===== src/gteSatPkg.sv =====
package gteSatPkg;

	// Destination of one accumulator result
	typedef enum logic [2:0] {
		KIND_IR   = 3'd0, // IR1..3, colour comes along
		KIND_XY   = 3'd1, // SX or SY by index
		KIND_OTZ  = 3'd2, // Depth value
		KIND_IR0  = 3'd3, // Interpolation factor
		KIND_MAC0 = 3'd4  // Raw MAC0 check
	} resKind;

	localparam int ACC_W   = 45; // Accumulator incl. sign
	localparam int CLAMP_W = 16;
	localparam int COL_W   = 8;
	localparam int FLAG_W  = 32;

	// Per-component groups, component 1 sits on the highest bit
	localparam int FLG_MACPOS_BASE = 28; // 30..28
	localparam int FLG_MACNEG_BASE = 25; // 27..25
	localparam int FLG_IR_BASE     = 22; // 24..22
	localparam int FLG_COL_BASE    = 19; // 21..19, R..B

	localparam int FLG_OTZ     = 18;
	localparam int FLG_MAC0POS = 16;
	localparam int FLG_MAC0NEG = 15;
	localparam int FLG_SX      = 14;
	localparam int FLG_SY      = 13;
	localparam int FLG_IR0     = 12;
	localparam int FLG_ERR     = 31; // Summary bit

	// Bits 30..23 and 18..13 raise the summary
	localparam logic [FLAG_W-1:0] ERR_MASK = 32'h7F87_E000;

endpackage


===== src/satFlags.sv =====
module satFlags (
	input  logic [gteSatPkg::ACC_W-1:0] i_value,
	output logic                        o_over,
	output logic                        o_under
);

	logic isNeg;
	logic anyOne;
	logic allOnes;

	// Bit 44 is the sign, 43..31 must all match bit 31 to fit in 32 bits
	assign isNeg   = i_value[gteSatPkg::ACC_W-1];
	assign anyOne  = |i_value[43:31];
	assign allOnes = &i_value[43:31];

	assign o_over  = ~isNeg & anyOne;   // Too big positive
	assign o_under = isNeg & ~allOnes;  // Too big negative

endmodule


===== src/clampSat.sv =====
module clampSat #(
	parameter int INW         = 32,
	parameter int OUTW        = 16,
	parameter bit SIGNED_MODE = 1'b1 // 0 clips to 0..2^OUTW-1
) (
	input  logic [INW-1:0]  i_value,
	output logic [OUTW-1:0] o_value,
	output logic            o_negClamp,
	output logic            o_posClamp
);

	logic sign;

	assign sign = i_value[INW-1];

	generate
		if (SIGNED_MODE) begin : g_signed
			// Bits above the output sign must copy the sign
			logic [INW-OUTW-1:0] upper;

			assign upper      = i_value[INW-2:OUTW-1];
			assign o_negClamp = sign & ~(&upper);
			assign o_posClamp = ~sign & (|upper);

			always_comb begin
				if (o_negClamp) begin
					o_value = {1'b1, {(OUTW-1){1'b0}}}; // Most negative
				end else if (o_posClamp) begin
					o_value = {1'b0, {(OUTW-1){1'b1}}}; // Most positive
				end else begin
					o_value = i_value[OUTW-1:0];
				end
			end
		end else begin : g_positive
			// Positive only, any negative value goes to zero
			logic [INW-OUTW-2:0] upper;

			assign upper      = i_value[INW-2:OUTW];
			assign o_negClamp = sign;
			assign o_posClamp = ~sign & (|upper);

			always_comb begin
				if (o_negClamp) begin
					o_value = '0;
				end else if (o_posClamp) begin
					o_value = '1; // 2^OUTW-1
				end else begin
					o_value = i_value[OUTW-1:0];
				end
			end
		end
	endgenerate

endmodule


===== src/clipIrColor.sv =====
module clipIrColor (
	input  logic [gteSatPkg::ACC_W-1:0]   i_value,
	input  logic                          i_sf,
	input  logic                          i_lm,
	input  logic                          i_fixedSf,
	output logic [gteSatPkg::CLAMP_W-1:0] o_clamp,
	output logic [gteSatPkg::COL_W-1:0]   o_color,
	output logic                          o_irSat,
	output logic                          o_colSat
);

	logic [31:0] postSf; // MAC view after optional >>12
	logic [15:0] irSigned;
	logic [14:0] irPos;
	logic        sNeg;
	logic        sPos;
	logic        pNeg;
	logic        pPos;
	logic        colNeg;
	logic        colPos;
	logic        fixedUnder;
	logic        fixedOver;
	logic        selSat;

	assign postSf = i_sf ? i_value[43:12] : i_value[31:0];

	// -8000h..7FFFh
	clampSat #(.INW(32), .OUTW(16), .SIGNED_MODE(1'b1)) u_irSigned (
		.i_value   (postSf),
		.o_value   (irSigned),
		.o_negClamp(sNeg),
		.o_posClamp(sPos)
	);

	// 0..7FFFh under lm
	clampSat #(.INW(32), .OUTW(15), .SIGNED_MODE(1'b0)) u_irPos (
		.i_value   (postSf),
		.o_value   (irPos),
		.o_negClamp(pNeg),
		.o_posClamp(pPos)
	);

	// Colour is value/16 clipped to one byte
	clampSat #(.INW(28), .OUTW(8), .SIGNED_MODE(1'b0)) u_color (
		.i_value   (postSf[31:4]),
		.o_value   (o_color),
		.o_negClamp(colNeg),
		.o_posClamp(colPos)
	);

	assign o_clamp = i_lm ? {1'b0, irPos} : irSigned;

	// Fixed path checks value>>12 against the signed range and ignores lm
	assign fixedUnder = i_value[43] & ~(&i_value[42:27]);
	assign fixedOver  = ~i_value[43] & (|i_value[42:27]);

	assign selSat   = i_lm ? (pNeg | pPos) : (sNeg | sPos); // lm flags every negative
	assign o_irSat  = i_fixedSf ? (fixedUnder | fixedOver) : selSat;
	assign o_colSat = colNeg | colPos;

endmodule


===== src/clipXy.sv =====
module clipXy (
	input  logic [16:0]                   i_value,
	input  logic                          i_ovf32,
	input  logic                          i_unf32,
	output logic [gteSatPkg::CLAMP_W-1:0] o_clamp,
	output logic                          o_sat
);

	logic isNeg;
	logic isOver;
	logic isUnder;

	assign isNeg = i_value[16];

	always_comb begin
		if (i_ovf32) begin
			isOver  = 1'b1; // Wrapped value is meaningless
			isUnder = 1'b0;
		end else if (i_unf32) begin
			isOver  = 1'b0;
			isUnder = 1'b1;
		end else begin
			isOver  = ~isNeg & (|i_value[15:10]);  // Above 3FFh
			isUnder = isNeg & ~(&i_value[15:10]);  // Below -400h
		end
	end

	always_comb begin
		if (isOver) begin
			o_clamp = 16'h03FF;
		end else if (isUnder) begin
			o_clamp = 16'hFC00;
		end else begin
			o_clamp = {{6{isNeg}}, i_value[9:0]}; // In range, sign extend
		end
	end

	assign o_sat = isOver | isUnder;

endmodule


===== src/clipOtz.sv =====
module clipOtz (
	input  logic [20:0] i_value,
	input  logic        i_ovf32,
	input  logic        i_unf32,
	output logic [15:0] o_otz,
	output logic        o_otzSat,
	output logic [15:0] o_ir0,
	output logic        o_ir0Sat
);

	logic isNeg;
	logic otzOver;
	logic ir0Over;
	logic under;

	assign isNeg = i_value[20];

	// Underflow and sign give the same lower bound for both
	assign under = ~i_ovf32 & (i_unf32 | isNeg);

	// 32-bit overflow wins over the local range checks
	assign otzOver = i_ovf32 | (~i_unf32 & ~isNeg & (|i_value[19:16]));
	assign ir0Over = i_ovf32 | (~i_unf32 & ~isNeg & (i_value[19:0] > 20'h01000));

	always_comb begin
		if (under) begin
			o_otz = 16'h0000;
		end else if (otzOver) begin
			o_otz = 16'hFFFF;
		end else begin
			o_otz = i_value[15:0];
		end
	end

	always_comb begin
		if (under) begin
			o_ir0 = 16'h0000;
		end else if (ir0Over) begin
			o_ir0 = 16'h1000; // 1.0 in 4.12
		end else begin
			o_ir0 = {3'b000, i_value[12:0]};
		end
	end

	assign o_otzSat = under | otzOver;
	assign o_ir0Sat = under | ir0Over;

endmodule


===== src/satStage.sv =====
module satStage #(
	parameter int CREDITS = 4
) (
	input  logic                          i_clk,
	input  logic                          i_rst,
	input  logic                          i_valid,
	input  gteSatPkg::resKind             i_kind,
	input  logic [1:0]                    i_index,
	input  logic [gteSatPkg::CLAMP_W-1:0] i_clamp,
	input  logic [gteSatPkg::COL_W-1:0]   i_color,
	input  logic [gteSatPkg::FLAG_W-1:0]  i_flag,
	input  logic                          i_credit,
	output logic                          o_creditRet,
	output logic                          o_valid,
	output gteSatPkg::resKind             o_kind,
	output logic [1:0]                    o_index,
	output logic [gteSatPkg::CLAMP_W-1:0] o_clamp,
	output logic [gteSatPkg::COL_W-1:0]   o_color,
	output logic [gteSatPkg::FLAG_W-1:0]  o_flag
);

	localparam int PTR_W = (CREDITS > 1) ? $clog2(CREDITS) : 1;
	localparam int CNT_W = $clog2(CREDITS + 1);
	localparam int OCR_W = 8; // Output credits held at once

	gteSatPkg::resKind             kindMem  [CREDITS];
	logic [1:0]                    indexMem [CREDITS];
	logic [gteSatPkg::CLAMP_W-1:0] clampMem [CREDITS];
	logic [gteSatPkg::COL_W-1:0]   colorMem [CREDITS];
	logic [gteSatPkg::FLAG_W-1:0]  flagMem  [CREDITS];

	logic [PTR_W-1:0] wrPtr;
	logic [PTR_W-1:0] rdPtr;
	logic [CNT_W-1:0] count;      // Entries in queue
	logic [OCR_W-1:0] outCredits; // Granted, not yet used
	logic             full;
	logic             pop;

	function automatic logic [PTR_W-1:0] ptrInc(input logic [PTR_W-1:0] p);
		return (p == PTR_W'(CREDITS - 1)) ? '0 : p + 1'b1; // Wrap for any depth
	endfunction

	assign full        = (count == CNT_W'(CREDITS));
	assign o_valid     = (count != '0) && (outCredits != '0);
	assign pop         = o_valid;
	assign o_creditRet = pop; // Slot freed this cycle

	always_ff @(posedge i_clk) begin
		if (i_valid) begin
			kindMem[wrPtr]  <= i_kind;
			indexMem[wrPtr] <= i_index;
			clampMem[wrPtr] <= i_clamp;
			colorMem[wrPtr] <= i_color;
			flagMem[wrPtr]  <= i_flag; // Word incl. this result
		end
	end

	always_ff @(posedge i_clk) begin
		if (i_rst) begin
			wrPtr      <= '0;
			rdPtr      <= '0;
			count      <= '0;
			outCredits <= '0;
		end else begin
			if (i_valid) begin
				wrPtr <= ptrInc(wrPtr);
			end
			if (pop) begin
				rdPtr <= ptrInc(rdPtr);
			end
			count      <= count + CNT_W'(i_valid) - CNT_W'(pop);
			outCredits <= outCredits + OCR_W'(i_credit) - OCR_W'(pop);
		end
	end

	// Head entry
	assign o_kind  = kindMem[rdPtr];
	assign o_index = indexMem[rdPtr];
	assign o_clamp = clampMem[rdPtr];
	assign o_color = colorMem[rdPtr];
	assign o_flag  = flagMem[rdPtr];

	// Upstream sent without a credit
	aWriteFull : assert property (@(posedge i_clk) disable iff (i_rst) i_valid |-> !full);

	aCreditMax : assert property (@(posedge i_clk) disable iff (i_rst)
		(i_credit && !o_valid) |-> outCredits != '1); // Downstream over-granted

endmodule


===== src/flagAccum.sv =====
module flagAccum (
	input  logic                         i_clk,
	input  logic                         i_rst,
	input  logic                         i_load,
	input  logic                         i_first,
	input  gteSatPkg::resKind            i_kind,
	input  logic [1:0]                   i_index,
	input  logic                         i_macOvf,
	input  logic                         i_macUnf,
	input  logic                         i_irSat,
	input  logic                         i_colSat,
	input  logic                         i_xySat,
	input  logic                         i_otzSat,
	input  logic                         i_ir0Sat,
	output logic [gteSatPkg::FLAG_W-1:0] o_flag
);

	logic [gteSatPkg::FLAG_W-1:0] word;
	logic [gteSatPkg::FLAG_W-1:0] newBits;
	logic [gteSatPkg::FLAG_W-1:0] nextWord;
	logic [1:0]                   comp; // Component 1 maps to the top bit of a group

	assign comp = 2'd3 - i_index;

	always_comb begin
		newBits = '0;
		case (i_kind)
			gteSatPkg::KIND_IR: begin
				if (i_index != 2'd0) begin // Index 0 has no IR slot
					newBits[gteSatPkg::FLG_MACPOS_BASE + comp] = i_macOvf;
					newBits[gteSatPkg::FLG_MACNEG_BASE + comp] = i_macUnf;
					newBits[gteSatPkg::FLG_IR_BASE + comp]     = i_irSat;
					newBits[gteSatPkg::FLG_COL_BASE + comp]    = i_colSat;
				end
			end
			gteSatPkg::KIND_XY: begin
				if (i_index == 2'd0) begin
					newBits[gteSatPkg::FLG_SX] = i_xySat;
				end else begin
					newBits[gteSatPkg::FLG_SY] = i_xySat;
				end
			end
			gteSatPkg::KIND_OTZ: newBits[gteSatPkg::FLG_OTZ] = i_otzSat;
			gteSatPkg::KIND_IR0: newBits[gteSatPkg::FLG_IR0] = i_ir0Sat;
			gteSatPkg::KIND_MAC0: begin
				newBits[gteSatPkg::FLG_MAC0POS] = i_macOvf;
				newBits[gteSatPkg::FLG_MAC0NEG] = i_macUnf;
			end
			default: newBits = '0;
		endcase
	end

	always_comb begin
		nextWord = word;
		if (i_load) begin
			nextWord = (i_first ? '0 : word) | newBits; // New command starts clean
			nextWord[gteSatPkg::FLG_ERR] = |(nextWord & gteSatPkg::ERR_MASK);
		end
	end

	always_ff @(posedge i_clk) begin
		if (i_rst) begin
			word <= '0;
		end else begin
			word <= nextWord;
		end
	end

	assign o_flag = nextWord; // Value the register takes at this edge

endmodule


===== src/gteSatTop.sv =====
module gteSatTop #(
	parameter int CREDITS = 4
) (
	input  logic                          i_clk,
	input  logic                          i_rst,
	input  logic                          i_valid,
	input  logic [gteSatPkg::ACC_W-1:0]   i_value,
	input  gteSatPkg::resKind             i_kind,
	input  logic [1:0]                    i_index,
	input  logic                          i_sf,
	input  logic                          i_lm,
	input  logic                          i_fixedSf,
	input  logic                          i_first,
	output logic                          o_creditRet,
	input  logic                          i_credit,
	output logic                          o_valid,
	output gteSatPkg::resKind             o_kind,
	output logic [1:0]                    o_index,
	output logic [gteSatPkg::CLAMP_W-1:0] o_clamp,
	output logic [gteSatPkg::COL_W-1:0]   o_color,
	output logic [gteSatPkg::FLAG_W-1:0]  o_flag
);

	logic                          macOvf;
	logic                          macUnf;
	logic [gteSatPkg::CLAMP_W-1:0] irClamp;
	logic [gteSatPkg::COL_W-1:0]   color;
	logic                          irSat;
	logic                          colSat;
	logic [gteSatPkg::CLAMP_W-1:0] xyClamp;
	logic                          xySat;
	logic [15:0]                   otz;
	logic                          otzSat;
	logic [15:0]                   ir0;
	logic                          ir0Sat;
	logic [gteSatPkg::CLAMP_W-1:0] clampSel;
	logic [gteSatPkg::FLAG_W-1:0]  flagWord;

	satFlags u_satFlags (.i_value(i_value), .o_over(macOvf), .o_under(macUnf));

	clipIrColor u_clipIrColor (
		.i_value  (i_value),
		.i_sf     (i_sf),
		.i_lm     (i_lm),
		.i_fixedSf(i_fixedSf),
		.o_clamp  (irClamp),
		.o_color  (color),
		.o_irSat  (irSat),
		.o_colSat (colSat)
	);

	// value>>16, exact while the value fits 32 bits
	clipXy u_clipXy (
		.i_value(i_value[32:16]),
		.i_ovf32(macOvf),
		.i_unf32(macUnf),
		.o_clamp(xyClamp),
		.o_sat  (xySat)
	);

	// value>>12 feeds depth and IR0
	clipOtz u_clipOtz (
		.i_value (i_value[32:12]),
		.i_ovf32 (macOvf),
		.i_unf32 (macUnf),
		.o_otz   (otz),
		.o_otzSat(otzSat),
		.o_ir0   (ir0),
		.o_ir0Sat(ir0Sat)
	);

	always_comb begin
		case (i_kind)
			gteSatPkg::KIND_IR:  clampSel = irClamp;
			gteSatPkg::KIND_XY:  clampSel = xyClamp;
			gteSatPkg::KIND_OTZ: clampSel = otz;
			gteSatPkg::KIND_IR0: clampSel = ir0;
			default:             clampSel = i_value[15:0]; // MAC0 low half
		endcase
	end

	flagAccum u_flagAccum (
		.i_clk   (i_clk),
		.i_rst   (i_rst),
		.i_load  (i_valid),
		.i_first (i_first),
		.i_kind  (i_kind),
		.i_index (i_index),
		.i_macOvf(macOvf),
		.i_macUnf(macUnf),
		.i_irSat (irSat),
		.i_colSat(colSat),
		.i_xySat (xySat),
		.i_otzSat(otzSat),
		.i_ir0Sat(ir0Sat),
		.o_flag  (flagWord)
	);

	satStage #(.CREDITS(CREDITS)) u_satStage (
		.i_clk      (i_clk),
		.i_rst      (i_rst),
		.i_valid    (i_valid),
		.i_kind     (i_kind),
		.i_index    (i_index),
		.i_clamp    (clampSel),
		.i_color    (color),
		.i_flag     (flagWord),
		.i_credit   (i_credit),
		.o_creditRet(o_creditRet),
		.o_valid    (o_valid),
		.o_kind     (o_kind),
		.o_index    (o_index),
		.o_clamp    (o_clamp),
		.o_color    (o_color),
		.o_flag     (o_flag)
	);

endmodule


===== config.mk =====
export PLATFORM = sky130hd
export DESIGN_NAME = gteSatTop
export DESIGN_NICKNAME = d
export VERILOG_FILES = /design/src/gteSatPkg.sv /design/src/satFlags.sv /design/src/clampSat.sv /design/src/clipIrColor.sv /design/src/clipXy.sv /design/src/clipOtz.sv /design/src/satStage.sv /design/src/flagAccum.sv /design/src/gteSatTop.sv
export SDC_FILE = /design/constraint.sdc
export NUM_CORES = 1
export LEC_CHECK = 0
export ABC_CLOCK_PERIOD_IN_PS = 3620
export CORE_MARGIN = 5
export CORE_UTILIZATION = 63
export DETAILED_ROUTE_END_ITERATION = 6
export DONT_BUFFER_PORTS = 1
export PLACE_DENSITY = 0.79
export SYNTH_ARGS = -nofsm -noshare
export SYNTH_HDL_FRONTEND = slang
export SYNTH_SLANG_ARGS = --single-unit

===== constraint.sdc =====
create_clock -name i_clk -period 3.62 [get_ports i_clk]
set_input_delay 0.181 -clock i_clk [delete_from_list [all_inputs] [get_ports i_clk]]
set_output_delay 0.181 -clock i_clk [all_outputs]
set_load 0.02 [all_outputs]

# [Word level (Yosys, flattened, before mapping)]
# Memories as Yosys holds them, arrays and structs flattened. A register that Yosys moved wholly into a read port is not among the register bits.
# Index checks and enable logic that the tools add are counted.
[classes] n_addsub=11 n_mul=0 div_mod_pow=0 n_lt_le_gt_ge=9 n_eq_ne=6 n_shift=0 n_mux=58 bitwise_logic=35 n_reduce_logical=21
[op_table] operator="$ge 32x1->1 const B" n=4
[op_table] operator="$lt 32x6->1 const B" n=4
[op_table] operator="$mux 16" n=8
[op_table] operator="$bwmux 32" n=3
[op_table] operator="$mux 32" n=2
[op_table] operator="$pmux 16 s4" n=1
[op_table] operator="$mux 31" n=2
[op_table] operator="$and 32x32->32" n=1
[op_table] operator="$reduce_and 16->1" n=2
[op_table] operator="$reduce_or 16->1" n=2
[op_table] operator="$or 31x31->31" n=1
[op_table] operator="$mux 15" n=2
[op_table] operator="$add 5x2->6 const A" n=4
[op_table] operator="$mux 12" n=2
[op_table] operator="$mux 2" n=12
[op_table] operator="$demux 1 s5" n=4
[op_table] operator="$gt 20x13->1 const B" n=1
[op_table] operator="$reduce_or 19->1" n=1
[op_table] operator="$mux 8" n=2
[op_table] operator="$mux 1" n=15
[op_table] operator="$reduce_or 14->1" n=1
[op_table] operator="$and 1x1->1" n=13
[op_table] operator="$mux 13" n=1
[op_table] operator="$reduce_and 13->1" n=1
[op_table] operator="other kinds (24)" n=51
[totals] ff_bits=47 latchBits=0 ram_bits=244 rom_bits=0 input_bits=58 output_inout_bits=63 wordCells=150 n_memories=5
[mem_list] name="u_satStage.flagMem" words=4 word_bits=32 rd=1 rd_clocked_by_memory_dff=1 write_ports=1 line="satStage.sv:30" source="logic [gteSatPkg::FLAG_W-1:0] flagMem [CREDITS];"
[mem_list] name="u_satStage.clampMem" words=4 word_bits=16 rd=1 rd_clocked_by_memory_dff=1 write_ports=1 line="satStage.sv:28" source="logic [gteSatPkg::CLAMP_W-1:0] clampMem [CREDITS];"
[mem_list] name="u_satStage.colorMem" words=4 word_bits=8 rd=1 rd_clocked_by_memory_dff=1 write_ports=1 line="satStage.sv:29" source="logic [gteSatPkg::COL_W-1:0] colorMem [CREDITS];"
[mem_list] name="u_satStage.kindMem" words=4 word_bits=3 rd=1 rd_clocked_by_memory_dff=1 write_ports=1 line="satStage.sv:26" source="gteSatPkg::resKind kindMem [CREDITS];"
[mem_list] name="u_satStage.indexMem" words=4 word_bits=2 rd=1 rd_clocked_by_memory_dff=1 write_ports=1 line="satStage.sv:27" source="logic [1:0] indexMem [CREDITS];"

# [Depth between registers and ports, before layout]
[depth] ltp_word=15 depth_mapped=17 ltp_nobuf=17

# [Modules after synthesis]
# A second synthesis with hierarchy kept.
[hier_totals] cells_unflattened=967 area_unflattened_um2=14146.1
[by_module_without_submodules] mod="satStage" n_inst=1 cells_per_inst=439 area_each_um2=9935.8 seq_area_each_um2=7667.4
[by_module_without_submodules] mod="flagAccum" n_inst=1 cells_per_inst=178 area_each_um2=1576.5 seq_area_each_um2=640.6
[by_module_without_submodules] mod="clipIrColor" n_inst=1 cells_per_inst=72 area_each_um2=678.2 seq_area_each_um2=0.0
[by_module_without_submodules] mod="gteSatTop" n_inst=1 cells_per_inst=79 area_each_um2=621.8 seq_area_each_um2=0.0
[by_module_without_submodules] mod="clipOtz" n_inst=1 cells_per_inst=68 area_each_um2=445.4 seq_area_each_um2=0.0
[by_module_without_submodules] mod="clampSat at u_clipIrColor.u_irSigned" n_inst=1 cells_per_inst=29 area_each_um2=229.0 seq_area_each_um2=0.0
[by_module_without_submodules] mod="clampSat at u_clipIrColor.u_irPos" n_inst=1 cells_per_inst=41 area_each_um2=226.5 seq_area_each_um2=0.0
[by_module_without_submodules] mod="clipXy" n_inst=1 cells_per_inst=25 area_each_um2=219.0 seq_area_each_um2=0.0
[by_module_without_submodules] mod="clampSat at u_clipIrColor.u_color" n_inst=1 cells_per_inst=26 area_each_um2=151.4 seq_area_each_um2=0.0
[by_module_without_submodules] mod="satFlags" n_inst=1 cells_per_inst=10 area_each_um2=62.6 seq_area_each_um2=0.0

# [Worst setup path before layout]
# Ideal clock, no wire load.
[synth_path] path_type="input to register" from="input i_value[27] (netlist bit)" to="memory u_satStage.flagMem[0][31] (netlist bit), data pin" setup_time_ps=278 arrival_time_ps=2730 required_time_ps=3342 path_slack_ps=613 path_stages=8 n_path_buf=1 cell_sequence="buf_2 or3_1 or4b_1 a221o_1 o2111a_1 or4_1 a2111oi_2 nor2_1"
[synth_between] elab_chain_len=14 elab_cells_between_ends=42 cone_classes="mux (18); bitwise (16); reduce/logical (8)"
[synth_rtl] item="start, declared" line="gteSatTop.sv:7" source="input logic [gteSatPkg::ACC_W-1:0] i_value,"
[synth_rtl] item="$mux 32" line="clipIrColor.sv:25" source="assign postSf = i_sf ? i_value[43:12] : i_value[31:0];"
[synth_rtl] item="$reduce_and 16->1" line="clampSat.sv:22" source="assign o_negClamp = sign & ~(&upper);"
[synth_rtl] item="$not 1->1" line="clampSat.sv:22"
[synth_rtl] item="$and 1x1->1" line="clampSat.sv:22"
[synth_rtl] item="$or 1x1->1" line="clipIrColor.sv:57" source="assign selSat = i_lm ? (pNeg | pPos) : (sNeg | sPos);"
[synth_rtl] item="$mux 1" line="clipIrColor.sv:57"
[synth_rtl] item="$mux 1" line="clipIrColor.sv:58" source="assign o_irSat = i_fixedSf ? (fixedUnder | fixedOver) : selSat;"
[synth_rtl] item="$bwmux 32" line="flagAccum.sv:32" source="newBits[gteSatPkg::FLG_IR_BASE + comp] = i_irSat;"
[synth_rtl] item="$bwmux 32" line="flagAccum.sv:33" source="newBits[gteSatPkg::FLG_COL_BASE + comp] = i_colSat;"
[synth_rtl] item="$mux 31" line="flagAccum.sv:29" source="if (i_index != 2'd0) begin"
[synth_rtl] item="$pmux 2 s2, or another cell as far along" line="flagAccum.sv:27" source="case (i_kind)"
[synth_rtl] item="$or 31x31->31 (*)" line="flagAccum.sv:56" source="nextWord = (i_first ? '0 : word) | newBits;"
[synth_rtl] item="$reduce_or 14->1 (*)" line="flagAccum.sv:57" source="nextWord[gteSatPkg::FLG_ERR] = |(nextWord & gteSatPkg::ERR_MASK);"
[synth_rtl] item="$mux 32 (*)" line="flagAccum.sv:55" source="if (i_load) begin"
[synth_rtl] item="via flagWord (one bit)" line="gteSatTop.sv:37" source="logic [gteSatPkg::FLAG_W-1:0] flagWord;"
[synth_rtl] item="end, declared" line="satStage.sv:30"
# The timed path passes the listed nets; every way through them passes the cells marked *.

# [Final worst setup path]
[layout_path] from="register u_satStage.outCredits[4]" to="register u_satStage.outCredits[6]"
[layout_between] elab_chain_len=3 elab_cells_between_ends=4 cone_classes="add/sub (2); reduce/logical (2)"
[layout_rtl] item="start, declared" line="satStage.sv:35" source="logic [OCR_W-1:0] outCredits;"
[layout_rtl] item="start signal, assigned" line="satStage.sv:72" source="outCredits <= outCredits + OCR_W'(i_credit) - OCR_W'(pop);"
[layout_rtl] item="parallel branches: the longest is 2 deep, another holds $add 8x1->8"
[layout_rtl] item="$sub 8x1->8 (*)" line="satStage.sv:72"
# Mark *: on every way between the ends.
# A chain may end at the register's enable or synchronous reset.

==> impl_summary.txt <==
----------------------------------------------------
[Run status]
  Run status ... finished clean

[Clock tree]
  Clock-pin slew on the worst setup and hold paths ... about 60 ps
  Cts bufs inserted ... 29
  Number of gates resized after CTS ... 0
  TritonCTS clock tree ... yes
  Clk Tree Root Cell ... sky130_fd_sc_hd__clkbuf_16
  Number of levels in the clock H-tree ... 1
  Skew-Pair Late Insertion Delay ... about 530 ps
  Sinks on the clock net ... slightly below 300
  Count of buffers added by post-CTS timing repair for setup ... 0
  Number of buffers added to fix hold violations after cts ... 25
  Buffers from clock root to sink, at most ... 3

[Placed design]
  GP Congestion ... 0.957
  Half-perimeter wire length after detailed placement ... between 15000 and 20000 um
  Port Buffers ... 0

[Synthesis]
  Number of enable flip-flop cells after synthesis ... 244
  Post-synthesis average cell area ... roughly 15 sq um
  Proportion of synthesized chip area in sequential cells ... about two thirds
  Leading area contributor after synthesis ... sky130_fd_sc_hd__edfxtp_1
  Main synth FF type ... sky130_fd_sc_hd__edfxtp_1
  Leading cell type by number of instances after synthesis ... sky130_fd_sc_hd__edfxtp_1
  Yosys Warn Count ... 0
  Flops & latches, synth ... around 300
  Syn Std Cell Area ... approximately 12000 sq um
  Most area-consuming cells after synthesis ... sky130_fd_sc_hd__edfxtp_1 (59%), sky130_fd_sc_hd__mux4_2 (11%), sky130_fd_sc_hd__dfxtp_1 (7.9%)
  Number of distinct standard cells referenced by the synthesized netlist ... 60
  Top cells by instance count after synthesis ... sky130_fd_sc_hd__edfxtp_1 (244), sky130_fd_sc_hd__nand2_1 (74), sky130_fd_sc_hd__mux4_2 (61), sky130_fd_sc_hd__dfxtp_1 (49), sky130_fd_sc_hd__o21ai_0 (42)
  Async set-or-reset flop fraction in the synthesized netlist ... 0%
  Top cell type's share of synthesized area ... roughly 59%
  Post-Synthesis Net Count ... approximately 900
  Post-Synthesis Cells ... 820

[Route]
  Post-route ant nets ... 0
  Via Count ... 7437
  Detailed-route wire length ... about 30000 um
  Ratio of routed vias to standard cells ... approximately 6.5
  Post-route DRC ... 0
  Routed wirelength normalized by instance count ... around 27 um
  Initial drt markers ... 636
  Detailed-routing iteration count for the pre-antenna-repair pass ... 5

[STA]
  Clock period minus final worst setup slack ... 3100 ps
  Headroom to the max-slew limit ... 37.3%
  Share of the clock period used by the worst path after layout ... a little under nine tenths
  RSZ-0062 raised after global routing ... no
  Final Max Tran Viols ... 0
  Number of failing hold endpoints at the final stage ... 0
  Tightest Pin Transition ... 940 ps
  Fmax ... 323 MHz
  Maximum clock skew at final layout ... 7.14 ps
  Total of endpoints with negative setup slack in the final report ... 0
  Setup TNS ... 0 ps

[Global route]
  Initial antenna violation count ... 0
  Wire length of the first global-routing pass ... approximately 46000 um
  Via count of the first global-routing pass ... slightly below 8000
  Pin count of the biggest net entering global routing ... 62
  Sum of overflow across all layers after global routing ... 0
  Overall track demand over capacity in global routing ... ~28%

[Worst setup path]
  Crit Path Max Fanout ... 4
  Delay-heaviest family, CP ... adder cells
  Series of cell instances along the critical path ... inv_1 -> ha_1 -> nand4_1 -> o32ai_1 -> inv_1 -> ha_1 -> inv_1 -> ha_1 -> inv_1 -> fa_1 -> nand2b_1 -> a21oi_1 -> o21ai_0 -> a21oi_1 -> nor2_1 -> xor2_1 -> nor2_1
  Startpoint kind of the worst setup timing path ... flop
  Worst EP required ... about 4000 ps
  CP arrival ... around 3500 ps
  Number of buffer and inverter instances along the worst setup path ... 4
  Critical setup path kind ... reg2reg
  Max stage delay on crit path ... 430 ps
  Most common cell on crit path ... sky130_fd_sc_hd__inv_1
  Slowest cell on crit path ... sky130_fd_sc_hd__fa_1
  Critical path endpoint category ... flop

[Layout]
  Register area ... approximately 8300 sq um
  Area added between synthesis and finish ... 12.0%
  Share of final-layout standard cells stronger than drive strength 1 ... between 15 and 20%
  Post-layout util ... a little under three quarters
  Final #Nets ... between 900 and 1000
  Fill cells ... 1187
  Final antenna diode count ... 0
  Multi-input logic area ... 3910 sq um

[Die]
  Horiz. Die Dim ... ~150 um
  Die area ... roughly 23000 sq um
  Effective utilization at floorplan ... between 60% and 70%
  Row count ... just over 50
  Total I/O pin count ... approximately 120
  Die span in y ... roughly 150 um
  Core Footprint ... about 20000 sq um

[Power and ir drop]
  Cell area power density ... approximately 660 nW/um^2
  VDD IR max ... roughly 0.0007 V
  Leakage ... around 4.6 nW

[Run]
  Total of max-cap violations ... 0

[Min path]
  Hold Crit Class ... in2reg

----------------------------------------------------
==> registers in the layout, indices dropped and copies added, names as in the netlist, named ones only <==
signal and cells:
u_satStage.count 3, u_satStage.rdPtr 2, u_satStage.outCredits 8, u_satStage.wrPtr 2, u_satStage.indexMem 8, u_satStage.flagMem 128
u_satStage.kindMem 12, u_flagAccum.word 32, u_satStage.colorMem 32, u_satStage.clampMem 64
==> metal layers <==
layer,GRT usage (%),vias up,share of wire (%)
met1,36.4,3727,38
met2,46.8,382,50
li1,-,3245,-
met3,4.76,83,7.6
met4,10.3,0,4.2
met5,0,-,0
==> worst register-to-register path, delay by kind of cell (launching register included) <==
family                     cells  cell delay (ps)
buffers and inverters          4              340
AOI/OAI and AO/OA              4              750
xor gates and xnor gates       1              130
and+or+nand+nor                4              400
adders and majority gates      4             1060
DFF                            1              320
==> through the flow <==
| step | std cells | instance area (sq um) | worst slack (ps) | power, mW | hold WS (ps) |
|---|---|---|---|---|---|
| 2_1_floorplan | 820 | 12500 | 613 | 5.97 | 280 |
| 3_3_place_gp | 1061 | 12800 | 442 | 6.36 | 254 |
| 3_5_place_dp | 1061 | 12800 | 408 | 6.47 | 256 |
| 4_1_cts | 1139 | 14000 | 538 | 9.29 | 4.17 |
| 5_1_grt | 1139 | 14000 | 321 | 9.67 | 18.8 |
| 6_report | 1139 | 14000 | 524 | 9.23 | 22.1 |
==> layout by cell type (no fill, tap or decap), drive strengths merged, types with 4 or more instances in the layout <==
| master | instances |
|---|---|
| buf | 18 |
| nand4 | 10 |
| o21ai | 42 |
| clkinv | 13 |
| a21oi | 26 |
| nand2b | 4 |
| and2 | 21 |
| nor2 | 40 |
| a41oi | 10 |
| a211oi | 4 |
| nor4 | 9 |
| nand3 | 6 |
| xor2 | 4 |
| clkbuf | 37 |
| inv | 32 |
| nor2b | 31 |
| or4 | 5 |
| ha | 25 |
| mux2i | 16 |
| o211ai | 4 |
| nor4b | 4 |
| edfxtp | 244 |
| nor3 | 7 |
| dfxtp | 49 |
| a32oi | 5 |
| dlygate4sd3 | 24 |
| mux4 | 61 |
| nand2 | 74 |
==> cell families after synthesis <==
logic type | Yosys count | synth area share [%]
xor+xnor | 7 | 0.492
fa+ha+maj | 27 | 2.83
buf+inv | 71 | 2.18
compound gates | 124 | 6.59
mux | 78 | 12.4
simple gates | 220 | 8.84
flops | 293 | 66.7
==> power by group <==
part,internal [mW],leakage [nW],switching (mW)
clock,1.57,0.440,1.20
combinational,0.958,1.55,1.41
sequential,3.88,2.59,0.223
total,6.40,4.58,2.83
==> path summary, 6_finish.rpt <==
| check | start | endpoint | slack [ps] | cells after the start |
|---|---|---|---|---|
| setup / recovery | u_satStage.outCredits[4] | u_satStage.outCredits[6] | 520 | 17 |
| hold / removal | i_index[0] | u_flagAccum.word[24] | 20 | 3 |
| hold reg to reg | u_flagAccum.word[23] | u_flagAccum.word[23] | 490 | 2 |
| setup reg to reg | u_satStage.outCredits[4] | u_satStage.outCredits[6] | 520 | 17 |
==> final cells by class <==
cell class / count / area share [%]
clock buffers: 37 / 5.49
clock inverters: 16 / 0.807
inverters: 30 / 0.807
multi-input cells: 456 / 28.0
flip-flops and latches: 293 / 59.6
well taps: 265 / 2.38
repair buffers: 42 / 2.96
Note: power is estimated with default switching activity, not from simulation.
